==> src/design/core_defines.svh <==
`ifndef CORE_DEFINES_SVH
`define CORE_DEFINES_SVH

// data path and address width
`define XLEN 32

// register file geometry
`define REG_ADDR_W 5
`define REG_COUNT 32

// shift amount field, low bits of operand b
`define SHAMT_W 5

// byte offset bits inside a word, ignored on stores
`define WORD_OFFSET_W 2

// pc value out of reset
`define RESET_PC 32'h0000_0000

// sequential pc step and link offset
`define LINK_STEP 32'd4

`endif

==> src/design/rv_isa_pkg.sv <==
`include "core_defines.svh"

package rv_isa_pkg;

  typedef logic [`XLEN-1:0] xlen_t;        // data or address word
  typedef logic [`REG_ADDR_W-1:0] reg_idx_t;
  typedef logic [31:0] instr_t;            // raw instruction word
  typedef logic [2:0] funct3_t;

  // instr[6:2], low two bits are always 2'b11
  typedef enum logic [4:0] {
    LUI    = 5'b01101,
    AUIPC  = 5'b00101,
    JAL    = 5'b11011,
    JALR   = 5'b11001,
    BRANCH = 5'b11000,
    OP_IMM = 5'b00100,
    OP     = 5'b01100,
    STORE  = 5'b01000
  } opcode_e;

  // arithmetic sub-operations
  localparam funct3_t F3_ADD_SUB = 3'b000;
  localparam funct3_t F3_SLL     = 3'b001;
  localparam funct3_t F3_SLT     = 3'b010;
  localparam funct3_t F3_SLTU    = 3'b011;
  localparam funct3_t F3_XOR     = 3'b100;
  localparam funct3_t F3_SRL_SRA = 3'b101;
  localparam funct3_t F3_OR      = 3'b110;
  localparam funct3_t F3_AND     = 3'b111;

  // branch conditions
  localparam funct3_t F3_BEQ  = 3'b000;
  localparam funct3_t F3_BNE  = 3'b001;
  localparam funct3_t F3_BLT  = 3'b100;
  localparam funct3_t F3_BGE  = 3'b101;
  localparam funct3_t F3_BLTU = 3'b110;
  localparam funct3_t F3_BGEU = 3'b111;

  localparam funct3_t F3_SW = 3'b010;     // only word stores supported

endpackage

==> src/design/core_pkg.sv <==
package core_pkg;

  typedef struct packed {
    rv_isa_pkg::funct3_t funct3;
    logic                alt;     // sub / arithmetic right shift
  } alu_op_t;

  typedef struct packed {
    rv_isa_pkg::xlen_t    opa;        // alu operands
    rv_isa_pkg::xlen_t    opb;
    rv_isa_pkg::xlen_t    tgt_base;   // jump target = base + off
    rv_isa_pkg::xlen_t    tgt_off;
    rv_isa_pkg::reg_idx_t rd;
    alu_op_t              alu_op;
    logic                 writes_rd;
    logic                 is_jump;
    logic                 is_branch;
    logic                 is_store;
    logic                 illegal;
  } decoded_t;

  // store payload, held while dmem_req is high
  typedef struct packed {
    rv_isa_pkg::xlen_t addr;
    rv_isa_pkg::xlen_t data;
  } dmem_req_t;

  typedef enum logic [2:0] {
    FETCH,
    FETCH_DONE,
    DECODE,
    EXECUTE,
    STORE,
    STORE_DONE,
    WRITEBACK
  } ctrl_state_e;

endpackage

==> src/design/alu.sv <==
`timescale 1ns/1ps
`include "core_defines.svh"

module alu (
  input  core_pkg::decoded_t dec,
  output rv_isa_pkg::xlen_t  result
);

  logic [`SHAMT_W-1:0] shamt;
  logic                lt_signed;
  logic                lt_unsigned;

  assign shamt       = dec.opb[`SHAMT_W-1:0];
  assign lt_signed   = $signed(dec.opa) < $signed(dec.opb);
  assign lt_unsigned = dec.opa < dec.opb;

  always_comb begin
    case (dec.alu_op.funct3)
      rv_isa_pkg::F3_ADD_SUB: begin
        if (dec.alu_op.alt) begin
          result = dec.opa - dec.opb;
        end else begin
          result = dec.opa + dec.opb;  // also lui, auipc and link
        end
      end
      rv_isa_pkg::F3_SLL:  result = dec.opa << shamt;
      rv_isa_pkg::F3_SLT:  result = {{(`XLEN-1){1'b0}}, lt_signed};
      rv_isa_pkg::F3_SLTU: result = {{(`XLEN-1){1'b0}}, lt_unsigned};
      rv_isa_pkg::F3_XOR:  result = dec.opa ^ dec.opb;
      rv_isa_pkg::F3_SRL_SRA: begin
        if (dec.alu_op.alt) begin
          result = $unsigned($signed(dec.opa) >>> shamt);
        end else begin
          result = dec.opa >> shamt;
        end
      end
      rv_isa_pkg::F3_OR:   result = dec.opa | dec.opb;
      rv_isa_pkg::F3_AND:  result = dec.opa & dec.opb;
      default:             result = '0;
    endcase
  end

endmodule

==> src/design/branch_unit.sv <==
`timescale 1ns/1ps
`include "core_defines.svh"

module branch_unit (
  input  core_pkg::decoded_t dec,
  input  rv_isa_pkg::xlen_t  pc,
  output rv_isa_pkg::xlen_t  next_pc
);

  logic              cond;
  logic              take;
  rv_isa_pkg::xlen_t target;

  always_comb begin
    case (dec.alu_op.funct3)
      rv_isa_pkg::F3_BEQ:  cond = (dec.opa == dec.opb);
      rv_isa_pkg::F3_BNE:  cond = (dec.opa != dec.opb);
      rv_isa_pkg::F3_BLT:  cond = ($signed(dec.opa) < $signed(dec.opb));
      rv_isa_pkg::F3_BGE:  cond = ($signed(dec.opa) >= $signed(dec.opb));
      rv_isa_pkg::F3_BLTU: cond = (dec.opa < dec.opb);
      rv_isa_pkg::F3_BGEU: cond = (dec.opa >= dec.opb);
      default:             cond = 1'b0;
    endcase
  end

  assign take = dec.is_jump || (dec.is_branch && cond);

  // bit 0 cleared as jalr requires
  assign target = (dec.tgt_base + dec.tgt_off) & ~rv_isa_pkg::xlen_t'(1);

  assign next_pc = take ? target : pc + `LINK_STEP;

endmodule

==> src/design/core_ctrl.sv <==
`timescale 1ns/1ps
`include "core_defines.svh"

module core_ctrl (
  input  logic                 clk,
  input  logic                 rst,
  output logic                 imem_req,
  output rv_isa_pkg::xlen_t    imem_addr,
  input  logic                 imem_ack,
  input  rv_isa_pkg::instr_t   imem_data,
  output logic                 dmem_req,
  output core_pkg::dmem_req_t  dmem_out,
  input  logic                 dmem_ack,
  output rv_isa_pkg::instr_t   instr,
  output rv_isa_pkg::xlen_t    pc,
  input  core_pkg::decoded_t   dec,
  input  rv_isa_pkg::xlen_t    alu_result,
  input  rv_isa_pkg::xlen_t    next_pc,
  output logic                 rf_we,
  output rv_isa_pkg::reg_idx_t rf_rd,
  output rv_isa_pkg::xlen_t    rf_wdata
);

  core_pkg::ctrl_state_e state;
  core_pkg::decoded_t    dec_q;
  rv_isa_pkg::xlen_t     result_q;
  rv_isa_pkg::xlen_t     next_pc_q;

  assign imem_addr = pc;  // stable through the whole fetch handshake

  // store payload comes from the latched decode, low address bits dropped
  assign dmem_out.addr = {dec_q.tgt_base[`XLEN-1:`WORD_OFFSET_W], {`WORD_OFFSET_W{1'b0}}};
  assign dmem_out.data = dec_q.opb;

  assign rf_we    = (state == core_pkg::WRITEBACK) && dec_q.writes_rd;
  assign rf_rd    = dec_q.rd;
  assign rf_wdata = result_q;

  // control state
  always_ff @(posedge clk) begin
    if (!rst) begin
      state    <= core_pkg::FETCH;
      pc       <= `RESET_PC;
      imem_req <= 1'b0;
      dmem_req <= 1'b0;
    end else begin
      case (state)
        core_pkg::FETCH: begin
          imem_req <= 1'b1;  // first cycle after reset raises it here
          if (imem_req && imem_ack) begin
            imem_req <= 1'b0;
            state    <= core_pkg::FETCH_DONE;
          end
        end
        core_pkg::FETCH_DONE: begin
          if (!imem_ack) state <= core_pkg::DECODE;  // wait for ack to fall
        end
        core_pkg::DECODE: begin
          state <= core_pkg::EXECUTE;
        end
        core_pkg::EXECUTE: begin
          if (dec_q.is_store) begin
            dmem_req <= 1'b1;
            state    <= core_pkg::STORE;
          end else begin
            state    <= core_pkg::WRITEBACK;
          end
        end
        core_pkg::STORE: begin
          if (dmem_ack) begin
            dmem_req <= 1'b0;
            state    <= core_pkg::STORE_DONE;
          end
        end
        core_pkg::STORE_DONE: begin
          if (!dmem_ack) state <= core_pkg::WRITEBACK;
        end
        core_pkg::WRITEBACK: begin
          pc       <= next_pc_q;
          imem_req <= 1'b1;  // next fetch starts right away
          state    <= core_pkg::FETCH;
        end
        default: begin
          state <= core_pkg::FETCH;
        end
      endcase
    end
  end

  // payload registers
  always_ff @(posedge clk) begin
    if (state == core_pkg::FETCH && imem_req && imem_ack) begin
      instr <= imem_data;
    end
    if (state == core_pkg::DECODE) begin
      dec_q <= dec;
    end
    // decoder output still stable here, instr and regs untouched since DECODE
    if (state == core_pkg::EXECUTE) begin
      result_q  <= alu_result;
      next_pc_q <= next_pc;
    end
  end

endmodule

==> src/design/decoder.sv <==
`timescale 1ns/1ps
`include "core_defines.svh"

module decoder (
  input  rv_isa_pkg::instr_t   instr,
  input  rv_isa_pkg::xlen_t    pc,
  input  rv_isa_pkg::xlen_t    rs1_val,
  input  rv_isa_pkg::xlen_t    rs2_val,
  output rv_isa_pkg::reg_idx_t rs1_idx,
  output rv_isa_pkg::reg_idx_t rs2_idx,
  output core_pkg::decoded_t   dec
);

  rv_isa_pkg::xlen_t   imm_i;
  rv_isa_pkg::xlen_t   imm_s;
  rv_isa_pkg::xlen_t   imm_b;
  rv_isa_pkg::xlen_t   imm_u;
  rv_isa_pkg::xlen_t   imm_j;
  rv_isa_pkg::funct3_t funct3;
  rv_isa_pkg::opcode_e opcode;

  assign rs1_idx = instr[19:15];
  assign rs2_idx = instr[24:20];
  assign funct3  = instr[14:12];
  assign opcode  = rv_isa_pkg::opcode_e'(instr[6:2]);

  // sign-extended immediates per format
  assign imm_i = {{20{instr[31]}}, instr[31:20]};
  assign imm_s = {{20{instr[31]}}, instr[31:25], instr[11:7]};
  assign imm_b = {{19{instr[31]}}, instr[31], instr[7], instr[30:25], instr[11:8], 1'b0};
  assign imm_u = {instr[31:12], 12'b0};
  assign imm_j = {{11{instr[31]}}, instr[31], instr[19:12], instr[20], instr[30:21], 1'b0};

  always_comb begin
    dec               = '0;
    dec.tgt_base      = pc;
    dec.rd            = instr[11:7];
    dec.alu_op.funct3 = rv_isa_pkg::F3_ADD_SUB;  // plain add unless overridden
    case (opcode)
      rv_isa_pkg::LUI: begin
        dec.opa       = imm_u;
        dec.writes_rd = 1'b1;
      end
      rv_isa_pkg::AUIPC: begin
        dec.opa       = imm_u;
        dec.opb       = pc;
        dec.writes_rd = 1'b1;
      end
      rv_isa_pkg::JAL: begin
        dec.opa       = pc;           // link = pc + 4
        dec.opb       = `LINK_STEP;
        dec.tgt_off   = imm_j;
        dec.is_jump   = 1'b1;
        dec.writes_rd = 1'b1;
      end
      rv_isa_pkg::JALR: begin
        dec.opa       = pc;
        dec.opb       = `LINK_STEP;
        dec.tgt_base  = rs1_val;
        dec.tgt_off   = imm_i;
        dec.is_jump   = 1'b1;
        dec.writes_rd = 1'b1;
      end
      rv_isa_pkg::BRANCH: begin
        dec.opa           = rs1_val;  // compared by branch_unit
        dec.opb           = rs2_val;
        dec.tgt_off       = imm_b;
        dec.alu_op.funct3 = funct3;
        // 010 and 011 are not branch encodings
        dec.is_branch     = (funct3[2:1] != 2'b01);
        dec.illegal       = (funct3[2:1] == 2'b01);
      end
      rv_isa_pkg::OP_IMM: begin
        dec.opa           = rs1_val;
        dec.opb           = imm_i;
        dec.alu_op.funct3 = funct3;
        dec.alu_op.alt    = (funct3 == rv_isa_pkg::F3_SRL_SRA) && instr[30];  // srai only
        dec.writes_rd     = 1'b1;
      end
      rv_isa_pkg::OP: begin
        dec.opa           = rs1_val;
        dec.opb           = rs2_val;
        dec.alu_op.funct3 = funct3;
        dec.alu_op.alt    = instr[30];
        dec.writes_rd     = 1'b1;
      end
      rv_isa_pkg::STORE: begin
        dec.tgt_base = rs1_val + imm_s;  // effective address
        dec.opb      = rs2_val;          // store data
        dec.is_store = (funct3 == rv_isa_pkg::F3_SW);
        dec.illegal  = (funct3 != rv_isa_pkg::F3_SW);
      end
      default: begin
        dec.illegal = 1'b1;  // falls through to pc + 4
      end
    endcase
  end

endmodule

==> src/design/regfile.sv <==
`timescale 1ns/1ps
`include "core_defines.svh"

module regfile (
  input  logic                 clk,
  input  logic                 rst,
  input  rv_isa_pkg::reg_idx_t rs1_idx,
  input  rv_isa_pkg::reg_idx_t rs2_idx,
  output rv_isa_pkg::xlen_t    rs1_val,
  output rv_isa_pkg::xlen_t    rs2_val,
  input  logic                 we,
  input  rv_isa_pkg::reg_idx_t rd,
  input  rv_isa_pkg::xlen_t    rd_val
);

  rv_isa_pkg::xlen_t regs [`REG_COUNT];

  // combinational read ports
  assign rs1_val = regs[rs1_idx];
  assign rs2_val = regs[rs2_idx];

  always_ff @(posedge clk) begin
    if (!rst) begin
      for (int i = 0; i < `REG_COUNT; i++) begin
        regs[i] <= '0;
      end
    end else if (we && (rd != '0)) begin  // x0 stays zero
      regs[rd] <= rd_val;
    end
  end

endmodule

==> src/design/rv_core.sv <==
`timescale 1ns/1ps

module rv_core (
  input  logic                clk,
  input  logic                rst,
  output logic                imem_req,
  output rv_isa_pkg::xlen_t   imem_addr,
  input  logic                imem_ack,
  input  rv_isa_pkg::instr_t  imem_data,
  output logic                dmem_req,
  output core_pkg::dmem_req_t dmem_out,
  input  logic                dmem_ack
);

  rv_isa_pkg::instr_t   instr;
  rv_isa_pkg::xlen_t    pc;
  rv_isa_pkg::reg_idx_t rs1_idx;
  rv_isa_pkg::reg_idx_t rs2_idx;
  rv_isa_pkg::xlen_t    rs1_val;
  rv_isa_pkg::xlen_t    rs2_val;
  core_pkg::decoded_t   dec;
  rv_isa_pkg::xlen_t    alu_result;
  rv_isa_pkg::xlen_t    next_pc;
  logic                 rf_we;
  rv_isa_pkg::reg_idx_t rf_rd;
  rv_isa_pkg::xlen_t    rf_wdata;

  decoder decoder0 (
    .instr   (instr),
    .pc      (pc),
    .rs1_val (rs1_val),
    .rs2_val (rs2_val),
    .rs1_idx (rs1_idx),
    .rs2_idx (rs2_idx),
    .dec     (dec)
  );

  regfile regfile0 (
    .clk     (clk),
    .rst     (rst),
    .rs1_idx (rs1_idx),
    .rs2_idx (rs2_idx),
    .rs1_val (rs1_val),
    .rs2_val (rs2_val),
    .we      (rf_we),
    .rd      (rf_rd),
    .rd_val  (rf_wdata)
  );

  alu alu0 (
    .dec    (dec),
    .result (alu_result)
  );

  branch_unit branch_unit0 (
    .dec     (dec),
    .pc      (pc),
    .next_pc (next_pc)
  );

  core_ctrl core_ctrl0 (
    .clk        (clk),
    .rst        (rst),
    .imem_req   (imem_req),
    .imem_addr  (imem_addr),
    .imem_ack   (imem_ack),
    .imem_data  (imem_data),
    .dmem_req   (dmem_req),
    .dmem_out   (dmem_out),
    .dmem_ack   (dmem_ack),
    .instr      (instr),
    .pc         (pc),
    .dec        (dec),
    .alu_result (alu_result),
    .next_pc    (next_pc),
    .rf_we      (rf_we),
    .rf_rd      (rf_rd),
    .rf_wdata   (rf_wdata)
  );

endmodule

==> config.mk <==
export PLATFORM = sky130hd
export DESIGN_NAME = rv_core
export DESIGN_NICKNAME = d
export VERILOG_FILES = /design/src/design/rv_isa_pkg.sv /design/src/design/core_pkg.sv /design/src/design/alu.sv /design/src/design/branch_unit.sv /design/src/design/core_ctrl.sv /design/src/design/decoder.sv /design/src/design/regfile.sv /design/src/design/rv_core.sv
export VERILOG_INCLUDE_DIRS = /design/src /design/src/design
export SDC_FILE = /design/constraint.sdc
export NUM_CORES = 2
export LEC_CHECK = 0
export ABC_CLOCK_PERIOD_IN_PS = 7350
export BUFFER_PORTS_ARGS = -buffer_cell sky130_fd_sc_hd__buf_2
export CORE_UTILIZATION = 55
export CTS_CLUSTER_SIZE = 24
export DETAILED_ROUTE_END_ITERATION = 12
export MAX_ROUTING_LAYER = met4
export PLACE_DENSITY_LB_ADDON = 0.15
export SETUP_SLACK_MARGIN = 0.05
export SYNTH_ARGS = -nofsm -noshare
export SYNTH_HDL_FRONTEND = slang
export SYNTH_SLANG_ARGS = --single-unit
==> constraint.sdc <==
create_clock -name clk -period 7.35 [get_ports clk]
set_input_delay 0.3675 -clock clk [delete_from_list [all_inputs] [get_ports clk]]
set_output_delay 0.3675 -clock clk [all_outputs]
set_load 0.03 [all_outputs]
== Yosys cells after proc, flatten, opt, wreduce, memory -nomap -nowiden ==
Memory sizes are Yosys's and may differ from the RTL's. A register that Yosys moved wholly into a read port is not among the register bits.
Cells that the tools add are included.

* Bits in registers: 204
* Bits in latches: 0
* RAM bits: 1024
* Memory bits (read-only): 0
* Input bits: 36
* Logic and storage cells: 115
* Memories: 1

{| class="wikitable"
|+ Memory list
! memory !! words !! width !! rd ports !! clocked after memory_dff !! write ports !! RTL line !! text
|-
| regfile0.regs || 32 || 32 || 2 || 2 || 32 || regfile.sv:16 || <nowiki>rv_isa_pkg::xlen_t regs [`REG_COUNT];</nowiki>
|}

* Add/sub/neg operators: 5
* $mul: 0
* Divide/modulo/power cells: 0
* Order comparisons: 4
* Equal/unequal tests: 31
* Shift-type cells: 3
* Mux-type cells: 34
* Bitwise operators: 3
* Reductions and logical operators: 21

{| class="wikitable"
|+ Operator list
! kind !! number
|-
| one-hot mux 32 bit (8 select lines) || 1
|-
| one-hot mux 32 bit (3 select lines) || 2
|-
| 2-to-1 mux 32 bit || 4
|-
| one-hot mux 32 bit (4 select lines) || 1
|-
| adder 32 bit || 3
|-
| greater-or-equal comparator 32 bit || 2
|-
| less-than comparator 32 bit || 2
|-
| one-hot mux 32 bit (2 select lines) || 1
|-
| adder 32 x 3 -> 32 bit (second input constant) || 1
|-
| AND 32 bit || 1
|-
| == test 32 bit || 1
|-
| != test 32 bit || 1
|-
| bitwise OR 32 bit || 1
|-
| OR reduction 32 bit || 1
|-
| left shift 32 x 5 -> 32 bit || 1
|-
| >> shifter 32 x 5 -> 32 bit || 1
|-
| >>> shifter 32 x 5 -> 32 bit || 1
|-
| subtractor 32 bit || 1
|-
| XOR 32 bit || 1
|-
| == test 3 bit (second input constant) || 8
|-
| one-hot mux 3 bit (6 select lines) || 1
|-
| == test 3 x 2 -> 1 bit (second input constant) || 5
|-
| == test 5 x 4 -> 1 bit (second input constant) || 3
|-
| == test 5 bit (second input constant) || 3
|-
| other kinds (20) || 54
|}

== Depth between registers and ports, before layout ==
* Word-level depth: 8
* Mapped depth: 35
* Depth with buffers taken out: 29

== Modules after synthesis ==
Synthesis repeated with hierarchy kept, for this count alone.

* Cells, all modules: 7340
* Area, all modules: 78965.7 µm²

{| class="wikitable"
|+ By module, submodules not included
! module !! times used !! cells each !! area an instance (µm²) !! sequential area each (µm²)
|-
| regfile || 1 || 4609 || 55715.9 || 30749.5
|-
| alu || 1 || 1324 || 9051.2 || 0.0
|-
| core_ctrl || 1 || 444 || 7449.6 || 5695.5
|-
| decoder || 1 || 519 || 3520.9 || 0.0
|-
| branch_unit || 1 || 444 || 3228.1 || 0.0
|}

== Worst setup path before layout ==
Ideal clock, no wire load.

* Path kind: register to register
* From: register with a tool-made name
* To: register core_ctrl0.next_pc_q[31], data pin
* Setup time: 0.260 ns
* Data arrival time: 6.777 ns
* Path slack: 0.313 ns
* Cell stages (with the launch flop): 35
* Path buffers: 5
* Clock period less this slack: 7.037 ns
* Path through: dfxtp_1 > buf_4 > buf_6 > buf_6 > buf_2 > mux4_2 > a22oi_1 > nand2_1 > or3_1 > ha_1 > fa_1 > a21o_1 > a21oi_1 > o21bai_1 > a21oi_1 > a211oi_1 > o21ai_0 > o21ai_0 > o21a_1 > nor2_1 > xor2_1 > o21ai_0 > ha_1 > clkbuf_1 > nand3_1 > nor2_1 > and4_1 > nand4_1 > a311oi_1 > a211oi_1 > o22ai_1 > o41ai_1 > xor2_1 > xnor2_1 > mux2_2

{| class="wikitable"
|+ RTL lines
! what !! RTL line !! text
|-
| to (signal assigned) || core_ctrl.sv:101 || <nowiki>next_pc_q <= next_pc;</nowiki>
|-
| to (decl) || core_ctrl.sv:27 || <nowiki>rv_isa_pkg::xlen_t next_pc_q;</nowiki>
|}

==> results.sh <==
export IMPL_dp_slack_ns=-0.161
export IMPL_tritoncts="done"
export IMPL_postPlaceCellArea_um2=80500
export IMPL_cts_htree_levels=4
export IMPL_synth_edff_count=1187
export IMPL_cp_slowest_stage_delay_ns=0.73
export IMPL_drive_above_1_share_pct=23.3
export IMPL_grt_pass1_vias=55000
export IMPL_clock_sinks=1234
export IMPL_crit_path_max_fanout=46
export IMPL_max_cap_violations=0
export IMPL_start_kind="flip-flop"
export IMPL_critPathArrivalTime_ns=7.63
export IMPL_start_util_pct=55.5
export IMPL_fp_dieW_um=372
export IMPL_avgRoutedWirePerCell_um=34.9
export IMPL_syn_inst=6225
export IMPL_core_um2=135000
export IMPL_nNetsFinal=6710
export IMPL_final_cells=8410
export IMPL_rsz0062_at_grt="true"
export IMPL_grt_pass1_wl_um=409000
export IMPL_ios=134
export IMPL_path_clk_slew_ns=0.06
export IMPL_area_growth_syn_to_layout_pct=14.1
export IMPL_hold_path_class="primary input to flip-flop"
export IMPL_min_to="core_ctrl0.imem_req"
export IMPL_layout_setup_ws_ns=0.250
export IMPL_die_area_um2=138000
export IMPL_end_kind="flip-flop"
export IMPL_postRouteAntennaNets=0
export IMPL_grt_use_total_pct=43.5
export IMPL_path_cells="buf_4, buf_4, mux4_2, mux4_2, nand2_1, nand2_1, a221oi_1, buf_4, ha_1, and3_1, o221ai_1, a31oi_2, o21ai_0, buf_4, or4_1, a31oi_1, o21ba_2, xor2_1, buf_4, o22ai_1, or3_1, buf_4"
export IMPL_grt_antenna_before_repair=10
export IMPL_drt_initial_drc_count=8386
export IMPL_r2r_end="core_ctrl0.rf_wdata[27]"
export IMPL_final_hold_viol_count=0
export IMPL_yosys_warnings=0
export IMPL_die_height_um=372
export IMPL_root_buffer="clkbuf_16"
export IMPL_yosysSeqAreaShare_pct=48.7
export IMPL_dp_hpwl_um=200000
export IMPL_hold_depth=3
export IMPL_remaining_drc_errors=0
export IMPL_yosys_register_bits=1234
export IMPL_power_total_mw=20.2
export IMPL_async_flop_share_pct=0
export IMPL_worst_slew_pin_transition_ns=1.34
export IMPL_setup_viol=0
export IMPL_final_max_slew_viol_count=0
export IMPL_slowest_stage="buf_4"
export IMPL_worst_clock_skew_ns=0.0509
export IMPL_ys_flop_type="edfxtp_1"
export IMPL_synthesis_area_um2=75200
export IMPL_power_density_nw_per_um2=236
export IMPL_vias=57600
export IMPL_synth_distinct_cells=85
export IMPL_drtPass1Iterations=8
export IMPL_p_leak_nw=33.2
export IMPL_final_util_pct=63.3
export IMPL_fin_crit_ns=7.10
export IMPL_wl_um=293000
export IMPL_fmax_mhz=141
export IMPL_required_ns=7.88
export IMPL_crit_top_cell="buf_4"
export IMPL_final_setup_tns_ns=0
export IMPL_viasPerCell=6.85
export IMPL_finalCritPeriodShare_pct=96.6
export IMPL_clk_path_buf_depth=3
export IMPL_r2r_cells=22
export IMPL_rows=135
export IMPL_critical_path_class="flip-flop to flip-flop"
export IMPL_peakVddDrop_uv=236
export IMPL_max_slew_margin_rel_pct=10.8
export IMPL_numCtsBuffers=136
export IMPL_avgSynthCellArea_um2=12.1
export IMPL_final_cell_area_um2=85800
export IMPL_hold_path_startpoint="imem_ack"
export IMPL_timing_hold_ws_ns=0.0890
export IMPL_clock_latency_ns=0.80
export IMPL_grt_max_degree=90
export IMPL_gp_congestion=1.08
export IMPL_port_buffers=129
export IMPL_status="completed"
export IMPL_dpl_cell_count=8099
export IMPL_grt_ovfl_total=0
export IMPL_rrSetupSlack_ns=0.25
## layout make-up
class                           count  area [um^2]
Antenna cell                        8         20.0
Clock buffer                      169         3580
Clock inverter                     79          813
Fill cell                       10500        49700
Inverter                          125          470
Multi-Input combinational cell   4292        36500
Sequential cell                  1234        36600
Tap cell                         1781         2230
Timing Repair Buffer              722         5570
## synthesized netlist by cell type, types with 15 or more instances
cell,n,share of area (%)
buf_1,48,0.24
mux4_2,427,13
a211oi_1,35,0.35
buf_2,65,0.43
o21ai_0,215,1.4
xnor2_1,72,0.84
a21o_1,49,0.49
or3_1,16,0.13
and2_1,1015,8.4
a221oi_1,40,0.47
a31oi_1,26,0.22
o22ai_1,56,0.47
a21oi_1,296,2.0
nor3_1,50,0.33
o31ai_1,18,0.18
nor2_1,256,1.3
buf_4,81,0.81
nand2b_1,26,0.22
ha_1,159,2.6
edfxtp_1,1187,47
dfxtp_1,47,1.3
o21bai_1,24,0.24
a22o_1,15,0.17
xor2_1,33,0.38
nand2_1,369,1.8
mux2i_1,398,5.3
inv_1,118,0.59
nor2b_1,23,0.19
o211ai_1,25,0.25
and3_1,23,0.19
clkbuf_1,412,2.1
o221ai_1,23,0.27
nand3_1,62,0.41
o21a_1,21,0.21
mux2_2,61,0.91
nor4_1,29,0.24
a22oi_1,215,2.1
## how the worst max path moves through the flow
stage                          endpoint  slack [ns]  depth (start not counted)
5_1_grt        core_ctrl0.next_pc_q[31]       -0.06                         32
6_report        core_ctrl0.rf_wdata[27]        0.25                         22
3_3_place_gp   core_ctrl0.next_pc_q[31]       -0.12                         30
4_1_cts        core_ctrl0.next_pc_q[31]        0.06                         30
2_1_floorplan  core_ctrl0.next_pc_q[31]        0.31                         34
3_5_place_dp   core_ctrl0.next_pc_q[28]       -0.16                         28
## metal layers
layer	vias to the layer above	GRT usage, %	routed length [um]
met5	-	-	0
met3	821	10.1	32900
met4	0	24.3	19300
met1	28800	54.9	109000
li1	24000	-	-
met2	3955	64.6	132000
## power breakdown
part | switching, mW | leakage (nW) | internal [mW] | total [mW]
sequential | 0.242 | 12.4 | 7.97 | 8.21
clock | 2.99 | 2.15 | 3.82 | 6.81
combinational | 3.09 | 18.6 | 2.09 | 5.18
## cells by family (layout without fill, tap and decap cells)
logic type	count (synthesis)	in the layout	share of synthesized area [%]
xor gates and xnor gates	105	105	1.22
buffers and inverters	733	1095	4.19
other	1	42	0.00499
DFF	1234	1234	48.7
and+or+nand+nor	1926	1927	13.8
muxes	886	886	19.0
AOI/OAI and AO/OA	1177	1177	10.3
adders and majority gates	163	163	2.75
## sequential cells by signal, indices dropped and copies added, names as in the netlist, named ones only
| name | flops |
|---|---|
| core_ctrl0.dec_q | 2 |
| core_ctrl0.state | 3 |
| core_ctrl0.instr | 30 |
| core_ctrl0.rf_wdata | 32 |
| core_ctrl0.imem_addr | 32 |
| core_ctrl0.imem_req | 1 |
| core_ctrl0.dmem_out | 62 |
| core_ctrl0.dmem_req | 1 |
| core_ctrl0.next_pc_q | 32 |
| regfile0.regs | 1024 |
| core_ctrl0.rf_rd | 5 |
## cell usage in the layout (no fill, tap or decap), types with 40 or more instances in the layout
cell type and count:
mux2_2 59, buf_4 531, xnor2_1 72, o22ai_1 52, buf_2 128, ha_1 158
nor3_1 47, clkbuf_16 138, edfxtp_1 1187, mux4_2 427, and2_1 1012, nand2_1 369
a22oi_1 213, mux2i_1 398, a21oi_1 290, nor2_1 218, dfxtp_1 40, a21o_1 49
inv_1 117, nand3_1 62, o21ai_0 170
## timing repair
item                                    4_1_cts  5_1_grt
endpoints found under the setup margin        4       15
hold buffers                                 33        0
gates cloned                                  3        2
hold endpoints to repair                     39        0
buffers inserted                              0       17
pin swaps                                     0        7
resized for setup                             9       57
## critical path: cells and delay by family, from the launching register on
family	cells	cell delay [ns]
multiplexers	2	0.85
flip-flops	1	0.65
AND/OR/NAND/NOR	5	1.54
adder cells (fa/ha/maj)	1	0.28
buffers and inverters	6	1.97
XOR/XNOR	1	0.13
AO/OA/AOI/OAI	7	1.36
No activity file was read; power rests on OpenSTA's default activity.
